**src/source/jtag_user_pkg.sv**
```systemverilog
package jtag_user_pkg;

  //////////////////////////////
  // Function code layout
  //////////////////////////////

  localparam int FUNC_W = 8;  // Function code width

  // Field view of one function word
  typedef struct packed {
    logic       chain;  // Daisy-chain mode, bit 7
    logic       rd;     // Status register select, bit 6
    logic [1:0] spare;  // Bits 5:4, no meaning yet
    logic [3:0] index;  // Write register number
  } func_fields_t;

  // Same word as shifted bits or as decoded fields
  typedef union packed {
    logic [FUNC_W-1:0] raw;     // Plain code for shifting
    func_fields_t      fields;  // Decode view
  } func_word_u;

  // Index 15 so nothing is selected after reset
  localparam logic [FUNC_W-1:0] FUNC_RESET = 8'h0F;

  //////////////////////////////
  // Default sizes
  //////////////////////////////

  localparam int WR_WIDTH_DEF = 8;   // Bits per write register
  localparam int N_WR_DEF     = 3;   // Write register count
  localparam int RD_WIDTH_DEF = 16;  // Status bits

endpackage

```
**src/source/jtag_tap_if.sv**
```systemverilog
`timescale 1ns/10ps

// TAP state levels and serial data for the user register bank
interface jtag_tap_if;

  logic sel2;     // Data access instruction active
  logic shift;    // Shift-DR
  logic capture;  // Capture-DR
  logic update;   // Update-DR
  logic tdi;      // Serial data in

  // Register bank side
  modport bank (
    input sel2,
    input shift,
    input capture,
    input update,
    input tdi
  );

  // Driven from the top level pins
  modport src (
    output sel2,
    output shift,
    output capture,
    output update,
    output tdi
  );

endinterface

```
**src/source/jtag_func_decode.sv**
```systemverilog
`timescale 1ns/10ps

module jtag_func_decode #(
  parameter int N_WR = 3
) (
  input  logic            DRCK,
  input  logic            RST,
  input  logic            sel1,       // Function select instruction
  input  logic            shift,
  input  logic            update,
  input  logic            tdi,
  output logic [N_WR-1:0] fsel,       // One write register, or none
  output logic            dsy_chain,  // All write registers chained
  output logic            rd_sel,     // Status register selected
  output logic            func_tdo    // Function shift stage bit 0
);

  logic [jtag_user_pkg::FUNC_W-1:0] func_sr;  // Shift stage
  jtag_user_pkg::func_word_u        func_q;   // Held function code

  //////////////////////////////
  // Shift and hold
  //////////////////////////////

  always_ff @(posedge DRCK or posedge RST) begin
    if (RST) begin
      func_sr <= jtag_user_pkg::FUNC_RESET;
    end else if (sel1 && shift) begin
      func_sr <= {tdi, func_sr[jtag_user_pkg::FUNC_W-1:1]};  // MSB in, LSB out
    end
  end

  always_ff @(posedge DRCK or posedge RST) begin
    if (RST) begin
      func_q.raw <= jtag_user_pkg::FUNC_RESET;
    end else if (sel1 && update) begin
      func_q.raw <= func_sr;  // Commit on update
    end
  end

  assign func_tdo = func_sr[0];  // Bank gates this with sel1

  //////////////////////////////
  // Decode
  //////////////////////////////

  // Chain beats rd, rd beats index
  assign dsy_chain = func_q.fields.chain;
  assign rd_sel    = func_q.fields.rd & ~func_q.fields.chain;

  genvar i;
  generate
    for (i = 0; i < N_WR; i++) begin : g_fsel
      assign fsel[i] = ~func_q.fields.chain & ~func_q.fields.rd &
                       (int'(func_q.fields.index) == i);  // Out of range index hits nothing
    end
  endgenerate

  // At most one write register addressed
  a_fsel_onehot0 : assert property (@(posedge DRCK) disable iff (RST)
    $onehot0(fsel));

  // Chain mode owns all registers with no single select
  a_fsel_chain : assert property (@(posedge DRCK) disable iff (RST)
    dsy_chain |-> (fsel == '0));

endmodule

```
**src/source/jtag_user_bank.sv**
```systemverilog
`timescale 1ns/10ps

module jtag_user_bank #(
  parameter int                  N_WR         = 3,
  parameter int                  WR_WIDTH     = 8,
  parameter int                  RD_WIDTH     = 16,
  parameter logic [WR_WIDTH-1:0] WR_DEF_VALUE = '0
) (
  jtag_tap_if.bank                   tap,        // TAP levels and tdi
  input  logic                       DRCK,
  input  logic                       RST,
  input  logic [N_WR-1:0]            fsel,
  input  logic                       dsy_chain,
  input  logic                       rd_sel,
  input  logic                       func_tdo,   // Function register serial out
  input  logic                       sel1,
  input  logic                       load,
  input  logic [N_WR*WR_WIDTH-1:0]   pi,
  input  logic [RD_WIDTH-1:0]        status,
  output logic [N_WR*WR_WIDTH-1:0]   po,
  output logic                       tdo
);

  logic [N_WR:0]   chain;   // chain[i] is dsy_out of register i
  logic [N_WR-1:0] wr_tdo;  // Per register gated serial out
  logic            rd_tdo;
  logic            data_tdo;

  assign chain[N_WR] = tap.tdi;  // Chain enters at the top register

  //////////////////////////////
  // Write registers
  //////////////////////////////

  genvar i;
  generate
    for (i = 0; i < N_WR; i++) begin : g_wr
      user_wr_reg #(
        .WR_WIDTH  (WR_WIDTH),
        .DEF_VALUE (WR_DEF_VALUE)
      ) u_wr (
        .DRCK      (DRCK),
        .RST       (RST),
        .fsel      (fsel[i]),
        .sel       (tap.sel2),
        .tdi       (tap.tdi),
        .dsy_in    (chain[i+1]),                   // From register above
        .shift     (tap.shift),
        .update    (tap.update),
        .dsy_chain (dsy_chain),
        .load      (load),
        .pi        (pi[i*WR_WIDTH +: WR_WIDTH]),
        .po        (po[i*WR_WIDTH +: WR_WIDTH]),
        .tdo       (wr_tdo[i]),
        .dsy_out   (chain[i])
      );
    end
  endgenerate

  //////////////////////////////
  // Status register
  //////////////////////////////

  user_rd_reg #(
    .RD_WIDTH (RD_WIDTH)
  ) u_rd (
    .DRCK    (DRCK),
    .RST     (RST),
    .sel     (tap.sel2),
    .rd_sel  (rd_sel),
    .capture (tap.capture),
    .shift   (tap.shift),
    .tdi     (tap.tdi),
    .status  (status),
    .tdo     (rd_tdo)
  );

  //////////////////////////////
  // TDO select
  //////////////////////////////

  // Outputs are pre-gated, so a plain OR picks the active one
  assign data_tdo = (|wr_tdo) | chain[0] | rd_tdo;

  assign tdo = sel1     ? func_tdo :
               tap.sel2 ? data_tdo :
                          1'b0;           // Idle

  // Only one user instruction at a time
  a_sel_excl : assert property (@(posedge DRCK) disable iff (RST)
    !(sel1 && tap.sel2));

endmodule

```
**src/source/jtag_user_top.sv**
```systemverilog
`timescale 1ns/10ps

module jtag_user_top #(
  parameter int                  WR_WIDTH     = jtag_user_pkg::WR_WIDTH_DEF,
  parameter int                  N_WR         = jtag_user_pkg::N_WR_DEF,
  parameter int                  RD_WIDTH     = jtag_user_pkg::RD_WIDTH_DEF,
  parameter logic [WR_WIDTH-1:0] WR_DEF_VALUE = '0
) (
  input  logic                     DRCK,
  input  logic                     RST,
  input  logic                     sel1,     // Function select instruction
  input  logic                     sel2,     // Data access instruction
  input  logic                     shift,
  input  logic                     capture,
  input  logic                     update,
  input  logic                     tdi,
  input  logic                     load,
  input  logic [N_WR*WR_WIDTH-1:0] pi,
  input  logic [RD_WIDTH-1:0]      status,
  output logic                     tdo,
  output logic [N_WR*WR_WIDTH-1:0] po
);

  logic [N_WR-1:0] fsel;
  logic            dsy_chain;
  logic            rd_sel;
  logic            func_tdo;

  jtag_tap_if tap ();

  // Pins straight onto the bundle
  assign tap.sel2    = sel2;
  assign tap.shift   = shift;
  assign tap.capture = capture;
  assign tap.update  = update;
  assign tap.tdi     = tdi;

  jtag_func_decode #(.N_WR(N_WR)) u_dec (
    .DRCK      (DRCK),
    .RST       (RST),
    .sel1      (sel1),
    .shift     (shift),
    .update    (update),
    .tdi       (tdi),
    .fsel      (fsel),
    .dsy_chain (dsy_chain),
    .rd_sel    (rd_sel),
    .func_tdo  (func_tdo)
  );

  jtag_user_bank #(
    .N_WR         (N_WR),
    .WR_WIDTH     (WR_WIDTH),
    .RD_WIDTH     (RD_WIDTH),
    .WR_DEF_VALUE (WR_DEF_VALUE)
  ) u_bank (
    .tap       (tap),
    .DRCK      (DRCK),
    .RST       (RST),
    .fsel      (fsel),
    .dsy_chain (dsy_chain),
    .rd_sel    (rd_sel),
    .func_tdo  (func_tdo),
    .sel1      (sel1),
    .load      (load),
    .pi        (pi),
    .status    (status),
    .po        (po),
    .tdo       (tdo)
  );

endmodule

```
**src/source/user_rd_reg.sv**
```systemverilog
`timescale 1ns/10ps

module user_rd_reg #(
  parameter int RD_WIDTH = 16
) (
  input  logic                DRCK,
  input  logic                RST,
  input  logic                sel,      // Data access active
  input  logic                rd_sel,   // Status register addressed
  input  logic                capture,
  input  logic                shift,
  input  logic                tdi,
  input  logic [RD_WIDTH-1:0] status,   // Parallel status bits
  output logic                tdo
);

  logic [RD_WIDTH-1:0] sr;  // Capture and shift stage
  logic                cap_en;
  logic                shift_en;

  assign cap_en   = sel & rd_sel & capture;
  assign shift_en = sel & rd_sel & shift;

  //////////////////////////////
  // Capture then shift out
  //////////////////////////////

  always_ff @(posedge DRCK or posedge RST) begin
    if (RST) begin
      sr <= '0;
    end else if (cap_en) begin
      sr <= status;                   // Snapshot in one cycle
    end else if (shift_en) begin
      sr <= {tdi, sr[RD_WIDTH-1:1]};  // LSB leaves first
    end
  end

  assign tdo = rd_sel & sr[0];

endmodule

```
**src/source/user_wr_reg.sv**
```systemverilog
`timescale 1ns/10ps

module user_wr_reg #(
  parameter int                  WR_WIDTH  = 8,
  parameter logic [WR_WIDTH-1:0] DEF_VALUE = '0
) (
  input  logic                DRCK,
  input  logic                RST,
  input  logic                fsel,       // This register addressed
  input  logic                sel,        // Data access active
  input  logic                tdi,
  input  logic                dsy_in,     // From next register up the chain
  input  logic                shift,
  input  logic                update,
  input  logic                dsy_chain,
  input  logic                load,       // Parallel load strobe
  input  logic [WR_WIDTH-1:0] pi,
  output logic [WR_WIDTH-1:0] po,
  output logic                tdo,
  output logic                dsy_out     // Toward register 0
);

  logic [WR_WIDTH-1:0] sr;  // Shift stage
  logic                din;
  logic                shift_en;
  logic                update_en;

  assign din       = dsy_chain ? dsy_in : tdi;   // Chain input in chain mode
  assign shift_en  = sel & shift & (fsel | dsy_chain);
  assign update_en = sel & update & (fsel | dsy_chain);

  assign tdo     = fsel & sr[0];       // Own serial out
  assign dsy_out = dsy_chain & sr[0];  // Chain serial out

  //////////////////////////////
  // Shift stage
  //////////////////////////////

  always_ff @(posedge DRCK or posedge RST) begin
    if (RST) begin
      sr <= DEF_VALUE;
    end else if (shift_en) begin
      sr <= {din, sr[WR_WIDTH-1:1]};  // Shift right
    end
  end

  //////////////////////////////
  // Output stage
  //////////////////////////////

  always_ff @(posedge DRCK or posedge RST) begin
    if (RST) begin
      po <= DEF_VALUE;
    end else if (update_en) begin
      po <= sr;  // Update wins over load
    end else if (load) begin
      po <= pi;
    end
  end

  // TAP is never in Shift-DR and Update-DR at once
  a_shift_update : assert property (@(posedge DRCK) disable iff (RST)
    !(shift && update));

endmodule

```
**config.mk**
```make
export PLATFORM = sky130hd
export DESIGN_NAME = jtag_user_top
export DESIGN_NICKNAME = d
export VERILOG_FILES = /design/src/source/jtag_user_pkg.sv /design/src/source/jtag_tap_if.sv /design/src/source/jtag_func_decode.sv /design/src/source/jtag_user_bank.sv /design/src/source/jtag_user_top.sv /design/src/source/user_rd_reg.sv /design/src/source/user_wr_reg.sv
export SDC_FILE = /design/constraint.sdc
export NUM_CORES = 1
export LEC_CHECK = 0
export ABC_AREA = 1
export BUFFER_PORTS_ARGS = -buffer_cell sky130_fd_sc_hd__buf_2
export CORE_MARGIN = 1.5
export CORE_UTILIZATION = 56
export CTS_CLUSTER_SIZE = 30
export DETAILED_ROUTE_END_ITERATION = 8
export PLACE_DENSITY_LB_ADDON = 0.25
export SLEW_MARGIN = 20
export SYNTH_ARGS = -nofsm -noshare
export SYNTH_HDL_FRONTEND = slang
export SYNTH_HIERARCHICAL = 1
export SYNTH_SLANG_ARGS = --single-unit
```
**constraint.sdc**
```tcl
create_clock -name DRCK -period 2.21 [get_ports DRCK]
set_input_delay 0.442 -clock DRCK [delete_from_list [all_inputs] [get_ports DRCK]]
set_output_delay 0.442 -clock DRCK [all_outputs]
set_load 0.05 [all_outputs]
```
==> results_dict.tcl <==
set metrics [dict create \
    ir_drop_uv 545 \
    avgSynthCellArea_um2 7.50 \
    rsz0062_at_grt "false" \
    criticalPathCategory "flop to primary output" \
    final_max_slew_viol_count 0 \
    final_antenna_net_count 0 \
    drc 0 \
    required_ns 1.77 \
    min_path_type "primary input to async pin" \
    grt_util_all_layers_pct 22.3 \
    power_density_nw_per_um2 988 \
    portBuffers 73 \
    syn_area_um2 4170 \
    core_um2 7210 \
    fp.dieW_um 89.3 \
    dr.pass1.iters 4 \
    netSwitchingPower_mw 1.81 \
    synth_fa_ha_area_share_pct 0 \
    yosysSeqAreaShare_pct 47.0 \
    root_buffer "clkbuf_8" \
    r2r_end "u_bank/g_wr[1].u_wr/sr[6]" \
    timing.setup.tns_ns 0 \
    vias_per_cell 4.87 \
    arrival_ns 1.63 \
    synth_fp_nets 605 \
    p_comb_share_pct 32.9 \
    grt.busiest_layer "met2" \
    clock-sinks 78 \
    place.gp.congestion 0.804 \
    drtIter0Drc 184 \
    nets 669 \
    ys.warnings.count 6 \
    critPathLaunchType "flop" \
    fmax_ghz 0.483 \
    fin_cells 724 \
    vias 3523 \
    wire_per_inst_um 11.4 \
    wirelength_mm 8.28 \
    critPathMaxFanout 3 \
    antenna_found_initial 0 \
    htreeDepth 3 \
    grt_max_degree 28 \
    row_count 31 \
    hold_viol_final 0 \
    use_met2_pct 39.0 \
    diodes 0 \
    swShare_pct 39.2 \
    place_hpwl_mm 6.02 \
    timing.hold.ws_ns 0.189 \
    synth_top_family_by_area "simple AND/OR/NAND/NOR gates" \
    cts_tree "built" \
    power_mw 4.62 \
    start_util_pct 57.8 \
    period_minus_slack_ns 2.07 \
    syn2layout_area_growth_pct 11.9 \
    synth_seq_cells 78 \
    clock_insertion_delay_worst_skew_ns 0.34 \
    grt_pass1_vias 3246 \
    setup_viol 0 \
    final_common_cell "nand2_1" \
    grt_pass1_wl_mm 13.8 \
    timing.final.crit_share_pct 93.6 \
    grt_use_met3_pct 3.60 \
    clockBufferDepth 2 \
    rr_worst_depth 7 \
    worst_pin_slew_ns 0.613 \
    muxShareOfSynthArea_pct 0 \
    r2r-start "u_dec/func_q[0]" \
    postCtsHoldBufs 0 \
    synth_compound_area_share_pct 4.62 \
    netlist_instances 556 \
    clk_pin_slew_ns 0.08 \
    numCtsBuffers 9 \
    die-area_um2 7980 \
    grt_use_met1_pct 27.3 \
    status "finished clean" \
    cp-end-kind "primary output" \
    utilization_pct 64.7 \
    p_int_mw 2.81 \
    synth-simple-area-share_pct 35.0 \
    p_leak_nw 2.68 \
    reg2reg_slack_ns 0.51 \
    final_layout_size_suffix_gt1_share_pct 21.6 \
    synth_cell_type_count 22 \
    maxCapViolCount 0 \
    place_inst 708 \
    clkPwrFrac_pct 21.2 \
    finalClockSkew_ns 0.0129 \
    slew_headroom_pct 59.1 \
    seq_power_share_pct 45.9 \
    synth-xor-area-share_pct 0 \
    die_h_um 89.3 \
    n_fill_cell 642 \
    most-common-layout-cells "nand2_1 (216), inv_1 (87), buf_2 (72), nand3_1 (72), dfrtp_1 (70)" \
    grt_overflow_total 0 \
    boundaryPins 74 \
]
==> area by class of cell <==
type	instances	area, µm²	area share, %
Clock buffer	12	155	3.32
Clock inverter	4	28.8	0.616
Inverter	94	359	7.69
Multi-Input combinational cell	361	1650	35.4
Sequential cell	78	1960	42.0
Tap cell	99	124	2.65
Timing Repair Buffer	76	390	8.36
==> timing repair <==
item / 4_1_cts / 5_1_grt
resized for setup: 0 / 1
endpoints found under the setup margin: 0 / 1
buffers inserted: 0 / 0
==> state kept, by name (all words and copies together) (netlist names) <==
| signal | count |
|---|---|
| u_bank/u_rd/sr | 16 |
| u_dec/func_sr | 8 |
| u_bank/g_wr.u_wr/sr | 24 |
| u_bank/g_wr.u_wr/po | 24 |
| u_dec/func_q | 6 |
==> cells by family after synthesis <==
| group | after synthesis |
|---|---|
| buffers and inverters | 117 |
| DFF | 78 |
| AOI/OAI and AO/OA | 31 |
| and+or+nand+nor | 330 |
==> synth_stat cells <==
| library cell | instances | area, µm² |
|---|---|---|
| buf_6 | 13 | 146 |
| nand3_2 | 1 | 10.0 |
| o21ai_0 | 21 | 105 |
| nand2_2 | 10 | 62.6 |
| nor2_4 | 1 | 11.3 |
| buf_4 | 3 | 22.5 |
| nor2_2 | 2 | 12.5 |
| nand2_4 | 4 | 45.0 |
| inv_2 | 3 | 11.3 |
| buf_1 | 3 | 11.3 |
| buf_2 | 4 | 20.0 |
| o21ai_2 | 10 | 87.6 |
| nand3_1 | 72 | 360 |
| dfrtp_1 | 70 | 1750 |
| clkinv_2 | 3 | 15.0 |
| inv_4 | 1 | 6.26 |
| nand4_1 | 16 | 100 |
| nand2_1 | 216 | 811 |
| inv_1 | 87 | 327 |
| nor2_1 | 7 | 26.3 |
| nor2_8 | 1 | 20.0 |
| dfstp_2 | 8 | 210 |
==> through the flow <==
stage	worst slack [ns]	area, µm²
finish	0.141	4670
global route	0.0103	4670
CTS	0.0875	4670
detailed placement	0.472	4480
global placement	0.515	4480
floorplan	0.231	4170
==> power groups by stage <==
stage                     Clock [mW]  Combinational, mW  Sequential (mW)
final                          0.980               1.52             2.12
after global routing            1.07               1.73             2.17
after CTS                       1.02               1.53             2.12
after detailed placement           0               1.52             2.14
after global placement             0               1.48             2.12
after floorplan                    0              0.940             2.41
==> worst max path at each step <==
stage,slack [ns],to,depth (start not counted),startpoint
final,0.14,tdo,9,u_dec/func_q[0]
after global routing,0.01,tdo,9,u_dec/func_q[1]
after CTS,0.09,tdo,9,u_dec/func_q[0]
after detailed placement,0.47,tdo,10,u_dec/func_q[7]
after global placement,0.51,tdo,9,u_dec/func_q[0]
after floorplan,0.23,tdo,9,u_dec/func_q[7]
==> critical path, cell delays in order (launching register included) <==
cell      delay [ns]
dfstp_2         0.54
nand2_1         0.06
nor2_1          0.13
nand2_1         0.07
inv_1           0.07
nor2_2          0.04
nand3_1         0.06
nand2_1         0.05
nand2_1         0.05
clkbuf_4        0.22
==> layer usage <==
layer  up-vias  part of all wire [%]
met3        12                   3.4
met5         -                     0
li1       1830                     -
met1      1615                    45
met4         0                   1.6
met2        66                    50
Note: power is estimated with default switching activity, not from simulation.
